**src/rtl/uart_apb_pkg.sv**
```systemverilog
package uart_apb_pkg;

    // ==============================
    // Bus widths
    // ==============================
    localparam int ADDR_W     = 13;          // APB address
    localparam int DATA_W     = 32;          // APB data
    localparam int STRB_W     = DATA_W / 8;  // One strobe per byte lane
    localparam int BYTE_W     = 8;
    localparam int REG_ADDR_W = 5;           // Register block side

    // ==============================
    // Register map
    // ==============================
    localparam logic [ADDR_W-1:0] ADDR_TX_DATA = 13'h000;  // Write TX bytes, read RX byte
    localparam logic [ADDR_W-1:0] ADDR_RX_WORD = 13'h004;  // Read only, four RX bytes
    localparam logic [ADDR_W-1:0] ADDR_CFG     = 13'h008;  // Write only
    localparam logic [ADDR_W-1:0] ADDR_CTRL    = 13'h00C;  // Write only, bit 0 kicks TX
    localparam logic [ADDR_W-1:0] ADDR_STATUS  = 13'h010;  // Reserved, always errors

    typedef struct packed {
        logic              sel;
        logic              enable;
        logic              write;
        logic [ADDR_W-1:0] addr;
        logic [DATA_W-1:0] wdata;
        logic [STRB_W-1:0] strb;
    } apb_req_t;

    typedef struct packed {
        logic                  valid;     // One-cycle write strobe
        logic [REG_ADDR_W-1:0] addr;
        logic [BYTE_W-1:0]     data;
        logic                  start_tx;  // Kick the UART transmitter
    } reg_wr_t;

    typedef struct packed {
        logic [BYTE_W-1:0] rx_data;  // Current received byte
        logic              tx_done;
        logic              rx_done;
    } uart_stat_t;

endpackage
```
**src/rtl/apb_uart_bridge.sv**
```systemverilog
module apb_uart_bridge #(
    parameter int TIMEOUT_CYCLES = 50_000_000  // 1 s at 50 MHz
) (
    input  logic                            pclk,
    input  logic                            presetn,
    input  logic                            psel,
    input  logic                            penable,
    input  logic                            pwrite,
    input  logic [uart_apb_pkg::ADDR_W-1:0] paddr,
    input  logic [uart_apb_pkg::DATA_W-1:0] pwdata,
    input  logic [uart_apb_pkg::STRB_W-1:0] pstrb,
    input  uart_apb_pkg::uart_stat_t        uart_stat,  // From register block
    output logic                            pready,
    output logic                            pslverr,
    output logic [uart_apb_pkg::DATA_W-1:0] prdata,
    output uart_apb_pkg::reg_wr_t           reg_wr      // To register block
);

    uart_apb_pkg::apb_req_t          req;
    uart_apb_pkg::reg_wr_t           seq_wr;     // TX byte writes
    logic                            tx_start;
    logic                            rx_start;
    logic                            tx_done_pulse;
    logic                            rx_done_pulse;
    logic                            rx_err;
    logic [uart_apb_pkg::DATA_W-1:0] rx_word;

    assign req = '{sel: psel, enable: penable, write: pwrite,
                   addr: paddr, wdata: pwdata, strb: pstrb};

    // ==============================
    // APB front end
    // ==============================
    apb_phase_ctrl u_phase (
        .pclk(pclk), .presetn(presetn), .req(req), .rx_data(uart_stat.rx_data),
        .tx_done_pulse(tx_done_pulse), .rx_done_pulse(rx_done_pulse),
        .rx_err(rx_err), .rx_word(rx_word), .seq_wr(seq_wr),
        .pready(pready), .pslverr(pslverr), .prdata(prdata),
        .tx_start(tx_start), .rx_start(rx_start), .reg_wr(reg_wr)
    );

    // ==============================
    // Engines
    // ==============================
    tx_byte_sequencer u_tx_seq (
        .pclk(pclk), .presetn(presetn), .start(tx_start),
        .wdata(req.wdata), .strb(req.strb), .tx_done(uart_stat.tx_done),
        .wr(seq_wr), .done(tx_done_pulse)
    );

    rx_word_assembler #(
        .TIMEOUT_CYCLES(TIMEOUT_CYCLES)
    ) u_rx_asm (
        .pclk(pclk), .presetn(presetn), .start(rx_start),
        .rx_done(uart_stat.rx_done), .rx_data(uart_stat.rx_data),
        .done(rx_done_pulse), .err(rx_err), .word(rx_word)
    );

endmodule

```
**src/rtl/rx_word_assembler.sv**
```systemverilog
module rx_word_assembler #(
    parameter int TIMEOUT_CYCLES = 50_000_000  // Idle cycles before giving up
) (
    input  logic                            pclk,
    input  logic                            presetn,
    input  logic                            start,    // First access cycle of word read
    input  logic                            rx_done,  // UART received a byte
    input  logic [uart_apb_pkg::BYTE_W-1:0] rx_data,
    output logic                            done,
    output logic                            err,      // Timed out
    output logic [uart_apb_pkg::DATA_W-1:0] word
);

    localparam int TMR_W = $clog2(TIMEOUT_CYCLES + 1);
    localparam int CNT_W = $clog2(uart_apb_pkg::STRB_W);

    logic                            active_q;   // Collecting
    logic [CNT_W-1:0]                cnt_q;      // Next lane to fill
    logic [TMR_W-1:0]                tmr_q;      // Cycles since start or last byte
    logic [uart_apb_pkg::DATA_W-1:0] word_q;
    logic [uart_apb_pkg::DATA_W-1:0] word_next;
    logic                            take;
    logic                            last;
    logic                            expired;

    // ==============================
    // Completion
    // ==============================
    assign take    = active_q && rx_done;
    assign last    = take && (cnt_q == CNT_W'(uart_apb_pkg::STRB_W - 1));  // Fourth byte
    assign expired = active_q && !rx_done && (tmr_q == TMR_W'(TIMEOUT_CYCLES - 1));
    assign done    = last || expired;
    assign err     = expired;

    // Merge the arriving byte so the fourth shows up with done
    always_comb
    begin
        word_next = word_q;
        if (take)
            word_next[cnt_q*uart_apb_pkg::BYTE_W +: uart_apb_pkg::BYTE_W] = rx_data;
    end

    assign word = word_next;  // Missing lanes stay zero

    always_ff @(posedge pclk)
    begin
        if (!presetn)
        begin
            active_q <= 1'b0;
            cnt_q    <= '0;
            tmr_q    <= '0;
        end
        else if (start)
        begin
            active_q <= 1'b1;
            cnt_q    <= '0;
            tmr_q    <= '0;
        end
        else if (done)
            active_q <= 1'b0;
        else if (take)
        begin
            cnt_q <= cnt_q + 1'b1;
            tmr_q <= '0;       // Restart timeout per byte
        end
        else if (active_q)
            tmr_q <= tmr_q + 1'b1;
    end

    always_ff @(posedge pclk)
    begin
        if (start)
            word_q <= '0;
        else if (take)
            word_q <= word_next;
    end

endmodule

```
**src/rtl/tx_byte_sequencer.sv**
```systemverilog
module tx_byte_sequencer (
    input  logic                            pclk,
    input  logic                            presetn,
    input  logic                            start,    // First access cycle of TX write
    input  logic [uart_apb_pkg::DATA_W-1:0] wdata,
    input  logic [uart_apb_pkg::STRB_W-1:0] strb,
    input  logic                            tx_done,  // UART finished a byte
    output uart_apb_pkg::reg_wr_t           wr,
    output logic                            done
);

    localparam int LANE_W = $clog2(uart_apb_pkg::STRB_W);

    logic                            busy_q;      // Byte in flight
    logic [uart_apb_pkg::DATA_W-1:0] data_q;      // Latched write data
    logic [uart_apb_pkg::STRB_W-1:0] rem_q;       // Lanes still to send
    logic                            wr_valid_q;
    logic [uart_apb_pkg::BYTE_W-1:0] wr_data_q;
    logic                            advance;     // Pick next lane this cycle
    logic [uart_apb_pkg::STRB_W-1:0] lanes;
    logic [uart_apb_pkg::DATA_W-1:0] src_data;
    logic [LANE_W-1:0]               lane;        // Lowest enabled lane
    logic                            found;

    assign advance  = start || (busy_q && tx_done);
    assign lanes    = start ? strb : rem_q;    // Fresh strobe or leftovers
    assign src_data = start ? wdata : data_q;

    // Lowest set lane wins, disabled lanes skipped
    always_comb
    begin
        lane  = '0;
        found = 1'b0;
        for (int i = uart_apb_pkg::STRB_W - 1; i >= 0; i--)
        begin
            if (lanes[i])
            begin
                lane  = LANE_W'(i);
                found = 1'b1;
            end
        end
    end

    assign done = advance && !found;  // Zero strobe or last byte sent

    always_ff @(posedge pclk)
    begin
        if (!presetn)
        begin
            busy_q     <= 1'b0;
            wr_valid_q <= 1'b0;
        end
        else
        begin
            wr_valid_q <= advance && found;  // One pulse per byte
            if (advance)
                busy_q <= found;
        end
    end

    always_ff @(posedge pclk)
    begin
        if (start)
            data_q <= wdata;
        if (advance)
        begin
            rem_q     <= lanes & (lanes - 1'b1);  // Drop the lane just sent
            wr_data_q <= src_data[lane*uart_apb_pkg::BYTE_W +: uart_apb_pkg::BYTE_W];
        end
    end

    assign wr = '{valid:    wr_valid_q,
                  addr:     uart_apb_pkg::ADDR_TX_DATA[uart_apb_pkg::REG_ADDR_W-1:0],
                  data:     wr_data_q,
                  start_tx: wr_valid_q};  // Every TX byte starts the UART

endmodule

```
**src/rtl/apb_phase_ctrl.sv**
```systemverilog
module apb_phase_ctrl (
    input  logic                            pclk,
    input  logic                            presetn,
    input  uart_apb_pkg::apb_req_t          req,
    input  logic [uart_apb_pkg::BYTE_W-1:0] rx_data,
    input  logic                            tx_done_pulse,  // From TX sequencer
    input  logic                            rx_done_pulse,  // From RX assembler
    input  logic                            rx_err,         // RX timeout
    input  logic [uart_apb_pkg::DATA_W-1:0] rx_word,
    input  uart_apb_pkg::reg_wr_t           seq_wr,         // TX byte writes
    output logic                            pready,
    output logic                            pslverr,
    output logic [uart_apb_pkg::DATA_W-1:0] prdata,
    output logic                            tx_start,
    output logic                            rx_start,
    output uart_apb_pkg::reg_wr_t           reg_wr
);

    typedef enum logic [1:0] {
        ST_IDLE,  // Waiting for an access phase
        ST_BUSY,  // Engine running
        ST_RESP   // pready high this cycle
    } state_t;

    state_t                state_q;
    logic                  access;
    logic                  first;     // First access cycle in idle
    logic                  hit_tx;
    logic                  hit_rxw;
    logic                  hit_cfg;
    logic                  hit_ctrl;
    logic                  hit_rxb;
    logic                  bad;       // Slave error response
    logic                  simple;    // Answered without an engine
    logic                  eng_done;
    uart_apb_pkg::reg_wr_t ctl_wr_q;  // CFG / CTRL byte write

    // ==============================
    // Address decode
    // ==============================
    assign access   = req.sel && req.enable;
    assign first    = access && (state_q == ST_IDLE);
    assign hit_tx   = req.write && (req.addr == uart_apb_pkg::ADDR_TX_DATA);
    assign hit_rxw  = !req.write && (req.addr == uart_apb_pkg::ADDR_RX_WORD);
    assign hit_cfg  = req.write && (req.addr == uart_apb_pkg::ADDR_CFG);
    assign hit_ctrl = req.write && (req.addr == uart_apb_pkg::ADDR_CTRL);
    assign hit_rxb  = !req.write && (req.addr == uart_apb_pkg::ADDR_TX_DATA);
    assign bad      = !(hit_cfg || hit_ctrl || hit_rxb);  // Status and unmapped land here

    assign tx_start = first && hit_tx;   // Zero strobe finishes same cycle
    assign rx_start = first && hit_rxw;
    assign simple   = first && !hit_tx && !hit_rxw;
    assign eng_done = tx_done_pulse || rx_done_pulse;

    assign reg_wr = seq_wr.valid ? seq_wr : ctl_wr_q;  // Sources never overlap

    // ==============================
    // Response FSM
    // ==============================
    always_ff @(posedge pclk)
    begin
        if (!presetn)
        begin
            state_q  <= ST_IDLE;
            pready   <= 1'b0;
            pslverr  <= 1'b0;
            prdata   <= '0;
            ctl_wr_q <= '0;
        end
        else
        begin
            ctl_wr_q.valid    <= 1'b0;  // Single-cycle pulse
            ctl_wr_q.start_tx <= 1'b0;
            if (state_q == ST_RESP)
            begin
                pready  <= 1'b0;         // Back to idle, wait for next setup
                pslverr <= 1'b0;
                state_q <= ST_IDLE;
            end
            else if (eng_done)
            begin
                pready  <= 1'b1;
                pslverr <= rx_done_pulse && rx_err;                 // Only RX can time out
                prdata  <= rx_done_pulse ? rx_word : '0;            // Partial word on timeout
                state_q <= ST_RESP;
            end
            else if (simple)
            begin
                pready  <= 1'b1;  // One wait state
                pslverr <= bad;
                prdata  <= hit_rxb
                         ? {{(uart_apb_pkg::DATA_W - uart_apb_pkg::BYTE_W){1'b0}}, rx_data}
                         : '0;
                ctl_wr_q.valid    <= hit_cfg || hit_ctrl;
                ctl_wr_q.addr     <= req.addr[uart_apb_pkg::REG_ADDR_W-1:0];
                ctl_wr_q.data     <= req.wdata[uart_apb_pkg::BYTE_W-1:0];  // Low byte only
                ctl_wr_q.start_tx <= hit_ctrl && req.wdata[0];
                state_q <= ST_RESP;
            end
            else if (tx_start || rx_start)
            begin
                state_q <= ST_BUSY;  // Wait for engine done
            end
        end
    end

endmodule

```
**config.mk**
```make
export PLATFORM = sky130hd
export DESIGN_NAME = apb_uart_bridge
export DESIGN_NICKNAME = d
export VERILOG_FILES = /design/src/rtl/uart_apb_pkg.sv /design/src/rtl/apb_uart_bridge.sv /design/src/rtl/rx_word_assembler.sv /design/src/rtl/tx_byte_sequencer.sv /design/src/rtl/apb_phase_ctrl.sv
export SDC_FILE = /design/constraint.sdc
export NUM_CORES = 1
export LEC_CHECK = 0
export BUFFER_PORTS_ARGS = -buffer_cell sky130_fd_sc_hd__buf_2
export CORE_MARGIN = 2
export CORE_UTILIZATION = 25
export DETAILED_ROUTE_END_ITERATION = 6
export GPL_TIMING_DRIVEN = 0
export PLACE_DENSITY = 0.5
export SLEW_MARGIN = 25
export SYNTH_ARGS = -nofsm -noshare
export SYNTH_HDL_FRONTEND = slang
export SYNTH_HIERARCHICAL = 1
export SYNTH_SLANG_ARGS = --single-unit
```
**constraint.sdc**
```tcl
create_clock -name pclk -period 8.7 [get_ports pclk]
set_input_delay 0.87 -clock pclk [delete_from_list [all_inputs] [get_ports pclk]]
set_output_delay 0.87 -clock pclk [all_outputs]
set_load 0.005 [all_outputs]
```
# ---- Yosys cells after proc, flatten, opt, wreduce, memory -nomap -nowiden
# Index checks and enable logic that the tools add are counted.
dict set report totals {
  register_bits 158
  romBits 0
  out_inout_bits 49
  latch_bits 0
  memories 0
  ram_bits 0
}
dict set report classes {
  div 0
  n_mul 0
  addsub 4
  reduce_logical 46
  bitwise 6
  n_lt_le_gt_ge 0
  mux 28
  n_shift 3
  eq_ne 6
}
# op n
set ops {}
lappend ops {{$mux W32} 5}
lappend ops {{$mux W26} 2}
lappend ops {{$neg A5 Y34} 1}
lappend ops {{$shift A8 B34 Y32 const A} 1}
lappend ops {{$shiftx A8 B34 Y32} 1}
lappend ops {{$bwmux W32} 1}
lappend ops {{$shiftx A32 B6 Y8} 1}
lappend ops {{$add A26 B1 Y26 const B} 1}
lappend ops {{$eq A13 B4 Y1 const B} 2}
lappend ops {{$eq A26 B26 Y1 const B} 1}
lappend ops {{$logic_and A1 B1 Y1} 20}
lappend ops {{$mux W15} 1}
lappend ops {{$mux W2} 7}
lappend ops {{$eq A13 B3 Y1 const B} 1}
lappend ops {{$logic_not A13 Y1} 1}
lappend ops {{$mux W1} 10}
lappend ops {{$mux W8} 1}
lappend ops {{$reduce_or A4 Y1} 2}
lappend ops {{$logic_not A1 Y1} 6}
lappend ops {{$logic_or A1 B1 Y1} 6}
lappend ops {{$reduce_and A2 Y1} 3}
lappend ops {{$reduce_bool A2 Y1} 3}
lappend ops {{$not A1 Y1} 5}
lappend ops {{$and A4 B4 Y4} 1}
lappend ops {{8 further kinds} 10}

# ---- Depth between registers and ports, before layout
dict set report logic_depth {
  ltp_word 13
  depth_mapped 13
}

# ---- Modules after synthesis
# Netlist, hierarchy kept.
# mod instances area_each_um2 cells_per_inst
set modules_own_cells {}
lappend modules_own_cells {rx_word_assembler 1 2982.9 320}
lappend modules_own_cells {apb_phase_ctrl 1 2168.3 213}
lappend modules_own_cells {tx_byte_sequencer 1 2163.3 191}

# ---- Worst setup path before layout
# No wires, ideal clock.
dict set report synth_timing {
  path_kind {input to register}
  from {input port paddr[5] (netlist bit)}
  to {register u_phase/prdata[0] (netlist bit)}
  setup_time_ns 0.096
  n_path_buf 0
  path_slack_ns 4.291
  arrival_time_ns 4.313
  stages 11
  required_ns 8.604
  path_cell_list {or4_4 -> or3_1 -> or3_1 -> nor3b_1 -> nor2_4 -> a21oi_2 -> nor3_1 -> or4_1 -> nor4_2 -> a22oi_1 -> a221oi_1}
}
dict set report synth_between {
  elab_chain_cells 13
}
# element line_no
set synth_rtl {}
lappend synth_rtl {{start: declaration} apb_uart_bridge.sv:9} ;# input logic [uart_apb_pkg::ADDR_W-1:0] paddr,
lappend synth_rtl {{$logic_not A13 Y1 (*)} apb_phase_ctrl.sv:43} ;# assign hit_tx = req.write && (req.addr == uart_apb_pkg::ADDR_TX_DATA);
lappend synth_rtl {{$logic_and A1 B1 Y1 (*)} apb_phase_ctrl.sv:43}
lappend synth_rtl {{$logic_and A1 B1 Y1 (*)} apb_phase_ctrl.sv:50} ;# assign tx_start = first && hit_tx;
lappend synth_rtl {{net tx_start} apb_uart_bridge.sv:21} ;# logic tx_start;
lappend synth_rtl {{$mux W4} tx_byte_sequencer.sv:26} ;# assign lanes = start ? strb : rem_q;
lappend synth_rtl {{$mux W1 (4 in series)} tx_byte_sequencer.sv:36} ;# if (lanes[i])
lappend synth_rtl {{$logic_not A1 Y1} tx_byte_sequencer.sv:44} ;# assign done = advance && !found;
lappend synth_rtl {{$logic_and A1 B1 Y1 (*)} tx_byte_sequencer.sv:44}
lappend synth_rtl {{net tx_done_pulse} apb_uart_bridge.sv:23} ;# logic tx_done_pulse;
lappend synth_rtl {{$logic_or A1 B1 Y1 (*)} apb_phase_ctrl.sv:53} ;# assign eng_done = tx_done_pulse || rx_done_pulse;
lappend synth_rtl {{$reduce_bool A2 Y1 (no source line)} -}
lappend synth_rtl {{$reduce_and A2 Y1 (no source line)} -}
lappend synth_rtl {{end signal: assignment} apb_phase_ctrl.sv:84} ;# prdata <= rx_done_pulse ? rx_word : '0;
lappend synth_rtl {{end signal: assignment} apb_phase_ctrl.sv:91} ;# prdata <= hit_rxb
lappend synth_rtl {{end: declaration} apb_phase_ctrl.sv:13} ;# output logic [uart_apb_pkg::DATA_W-1:0] prdata,
# The timed path passes the listed nets; every way through them passes the cells marked *. The select of a mux whose other input is x is not followed.
# A chain may end at the register's enable or synchronous reset.

# ---- Worst setup path after layout
dict set report layout_timing {
  from {input port paddr[5] (netlist bit)}
  to {register u_phase/prdata[30] (netlist bit)}
}
# Same word-level chain as after synthesis.

==> out/metrics.yaml <==
clocking:
  clk-insertion-delay-late_ns: 0.43
  max-clock-path-buffers: 2
  register_clock_pin_slew_on_the_reported_worst_setup_and_hold_paths_ns: 0.07
  cts-htree-levels: 4
  post_cts.resized_instances: 0
  cts.sinks: 157
  clock_tree.root_cell: "sky130_fd_sc_hd__clkbuf_16"
  cts_tree: "yes"
  post-cts-setup-buffer-count: 0
  numCtsBuffers: 17
  cts_hold_buf: 0
timing:
  hold_viol: 0
  clock_skew_ns: 0.00820
  grt_setup_unrepaired: "no"
  worst-slew-pin-transition_ns: 0.809
  finalWorstSetupSlack_ns: 3.72
  final-max-slew-violation-count: 0
  timing.final.setup_violations: 0
  clock.fmax_mhz: 201
  setup_tns_ns: 0
  worst_slew_margin_rel: 0.455
  timing.final.crit_share: 0.573
  final_worst_path_period_need_ns: 4.98
pwr:
  clkPwrFrac: 0.483
  power_switching_mw: 0.404
  netSwitchingFraction: 0.256
  p_int_mw: 1.18
  vdd_drop_max_mv: 0.119
  comb_power_share: 0.051
  power.sequential.fraction: 0.466
  power.density_nw_per_um2: 177
  power.static_leakage_nw: 3.58
worst_setup_path:
  start_kind: "primary input"
  cpPeakStageDelay_ns: 0.66
  timing.critical_path.to_type: "flip-flop"
  critical_path.cell_chain: "buf_2, or4_4, or3_1, or3_1, nor3b_1, buf_6, buf_6, a21oi_1, nor3_1, nor2_1, nor2_1, a211oi_4, buf_6, a22o_1"
  worst_path_max_delay_cell: "sky130_fd_sc_hd__nor3b_1"
  worst_path_most_repeated_cell: "sky130_fd_sc_hd__buf_6"
  worstPathMaxFanout: 10
  worst_path_dominant_cell_family: "simple AND/OR/NAND/NOR gates"
  crit_path_category: "primary input to flip-flop"
  data_required_critical_path_ns: 9.02
  critical_path.reg2reg.startpoint: "u_phase/state_q[0]"
  regToRegSetupSlack_ns: 4.66
  cp_data_arrival_time_ns: 5.31
  worst-path-buf-inv: 4
  worstReg2RegEnd: "u_phase/prdata[30]"
  rr_worst_depth: 13
synth:
  synthDominantAreaCellType: "sky130_fd_sc_hd__dfxtp_1"
  syn-instance-count: 724
  yosysSeqAreaShare: 0.445
  count_of_flip_flops_with_a_built_in_enable_after_synthesis: 11
  ys_top_cells_by_area: "sky130_fd_sc_hd__dfxtp_1 (40%), sky130_fd_sc_hd__mux2_2 (8.9%), sky130_fd_sc_hd__a22o_1 (6.7%)"
  post_synth_num_cell_types: 80
  syn-cell-area_sq_um: 7310
  post_synth.cell_area_avg_sq_um: 10.1
  ys_async_sr_fraction: 0
  synth_top_area_frac: 0.400
  ys.flop_type: "sky130_fd_sc_hd__dfxtp_1"
  yosysWarnings: 6
  synth.ff_latch_count: 157
min_path:
  min-delay-path-class: "flip-flop to flip-flop"
  min-delay-start: "u_phase/ctl_wr_q[8]"
  timing.hold.worst_path_depth: 2
  endpoint_of_the_worst_hold_timing_path: "u_phase/ctl_wr_q[8]"
die:
  start_util: 0.254
  placement_rows: 62
  fp.coreArea_sq_um: 28800
  die_ar_sq_um: 30600
  horizontal_extent_of_the_die_microns: 175
  chipHeight_microns: 175
  io_pins: 113
routing:
  dr.first_iter.drc_count: 349
  drcViolationCount: 0
  drt-total-wl_mm: 20.3
  postRouteAntennaNets: 0
  vias_per_cell: 4.71
  detailroute.via_count: 5907
  drt_pre_antenna_iters: 5
  route.detailed.wl_per_inst_microns: 16.2
placement:
  preCtsSetupSlack_ns: 3.24
  finalWeightedCongestion: 0.787
  port-buffer-count: 109
  dp_hpwl_mm: 15.0
finish:
  fillerInstances: 2995
  fin_util: 0.311
  antenna_cells: 0
  num-nets-final: 926
  final_cell_mix: "sky130_fd_sc_hd__dfxtp_1 (146), sky130_fd_sc_hd__buf_2 (119), sky130_fd_sc_hd__mux2_2 (58), sky130_fd_sc_hd__a22o_1 (56), sky130_fd_sc_hd__nand2_1 (49)"
  drive_above_1_share: 0.299
  layout.cells.most_common: "sky130_fd_sc_hd__dfxtp_1"
  synthToLayoutAreaGrowth_pct: 22.4
grt:
  grt_usage: 0.135
  maximum_number_of_pins_on_one_net_before_global_route_repair: 18
  gr-total-overflow: 0
  grt_pass1_wl_mm: 32.3
  number_of_antenna_violations_at_the_first_check_in_global_routing: 0
  grt_pass1_vias: 5817
outcome:
  outcome: "finished, final reports clean"
flow_run:
  timing.max_cap.violations: 0
==> synthesized netlist by cell type, types with 3 or more instances <==
cell,instances
sky130_fd_sc_hd__nor2_1,44
sky130_fd_sc_hd__or4_1,4
sky130_fd_sc_hd__or4_4,3
sky130_fd_sc_hd__a22o_1,56
sky130_fd_sc_hd__and3_1,5
sky130_fd_sc_hd__o211ai_1,5
sky130_fd_sc_hd__inv_1,15
sky130_fd_sc_hd__buf_6,7
sky130_fd_sc_hd__mux2i_1,17
sky130_fd_sc_hd__nor2b_1,4
sky130_fd_sc_hd__buf_2,10
sky130_fd_sc_hd__a31oi_1,8
sky130_fd_sc_hd__nor3_1,9
sky130_fd_sc_hd__a21oi_1,20
sky130_fd_sc_hd__nand4_1,5
sky130_fd_sc_hd__clkbuf_1,16
sky130_fd_sc_hd__a221oi_1,8
sky130_fd_sc_hd__o21ai_0,30
sky130_fd_sc_hd__nand3_1,14
sky130_fd_sc_hd__ha_1,6
sky130_fd_sc_hd__nor4bb_1,3
sky130_fd_sc_hd__edfxtp_1,11
sky130_fd_sc_hd__buf_4,11
sky130_fd_sc_hd__and2_1,35
sky130_fd_sc_hd__nand2_2,3
sky130_fd_sc_hd__o22ai_1,9
sky130_fd_sc_hd__or3_1,7
sky130_fd_sc_hd__a22oi_1,8
sky130_fd_sc_hd__nand2_1,49
sky130_fd_sc_hd__mux2_2,58
sky130_fd_sc_hd__o21ai_1,7
sky130_fd_sc_hd__nor4_1,10
sky130_fd_sc_hd__dfxtp_1,146
sky130_fd_sc_hd__nand2b_1,7
sky130_fd_sc_hd__o31ai_1,11
sky130_fd_sc_hd__o32ai_1,9
==> routing by layer <==
layer,part of all wire,GRT usage
met5,0,0
met4,0.0085,0.0316
met3,0.055,0.0416
met2,0.46,0.210
met1,0.48,0.182
==> power groups by stage <==
stage          combinational, mW  sequential [mW]  clock (mW)
2_1_floorplan             0.0399            0.753           0
3_3_place_gp              0.0815            0.754           0
3_5_place_dp              0.0816            0.754           0
4_1_cts                   0.0821            0.737       0.784
5_1_grt                   0.0893            0.738       0.820
6_report                  0.0814            0.737       0.763
==> logic make-up (layout without fill, tap and decap cells) <==
family	Yosys count	after routing	synth area share
AOI/OAI and AO/OA	193	193	0.199
xor gates and xnor gates	4	4	0.00582
adders and majority gates	6	6	0.0103
buffers and inverters	62	203	0.0465
DFF	157	157	0.445
muxes	78	78	0.118
other	1	5	0.000513
and+or+nand+nor	223	223	0.176
==> per-stage QoR <==
step / hold slack, ns / area, sq um / std cells / power, mW
5_1_grt: 0.470 / 8950 / 1253 / 1.65
4_1_cts: 0.460 / 8950 / 1253 / 1.60
3_5_place_dp: 0.448 / 8360 / 1221 / 0.836
2_1_floorplan: 0.432 / 7330 / 728 / 0.793
6_report: 0.460 / 8950 / 1253 / 1.58
3_3_place_gp: 0.441 / 8360 / 1221 / 0.835
==> registers in the layout, summed over array words and instances (netlist names), 2 cells and up <==
| signal | flops |
|---|---|
| u_phase/state_q | 2 |
| u_tx_seq/data_q | 32 |
| u_rx_asm/word_q | 32 |
| u_phase/ctl_wr_q | 15 |
| u_tx_seq/wr_data_q | 8 |
| u_phase/prdata | 32 |
| u_rx_asm/tmr_q | 26 |
| u_tx_seq/rem_q | 3 |
| u_rx_asm/cnt_q | 2 |
==> tightest hold or removal path: stages, from the launching register on <==
cell and delay [ns]:
sky130_fd_sc_hd__dfxtp_1 0.31, sky130_fd_sc_hd__nand2_1 0.05, sky130_fd_sc_hd__mux2i_1 0.05
==> cell type report <==
class | instances | area [sq um] | area share
multi-input cells | 509 | 3740 | 0.418
flip-flops and latches | 157 | 3250 | 0.363
repair buffers | 109 | 546 | 0.0609
well taps | 384 | 480 | 0.0537
clock buffers | 17 | 425 | 0.0475
plain buffers | 46 | 280 | 0.0313
clock inverters | 15 | 168 | 0.0187
inverters | 16 | 60.1 | 0.00671
==> how the worst max path moves through the flow <==
| stage | slack, ns | startpoint | depth (start not counted) | endpoint |
|---|---|---|---|---|
| finish | 3.72 | paddr[5] | 14 | u_phase/prdata[30] |
| global route | 3.44 | paddr[5] | 14 | u_phase/prdata[19] |
| CTS | 3.72 | paddr[5] | 14 | u_phase/prdata[13] |
| detailed placement | 3.24 | paddr[5] | 14 | u_phase/prdata[13] |
| global placement | 3.31 | paddr[5] | 14 | u_phase/prdata[30] |
| floorplan | 4.29 | paddr[5] | 11 | u_phase/prdata[0] |
(Power assumes the default switching activity.)
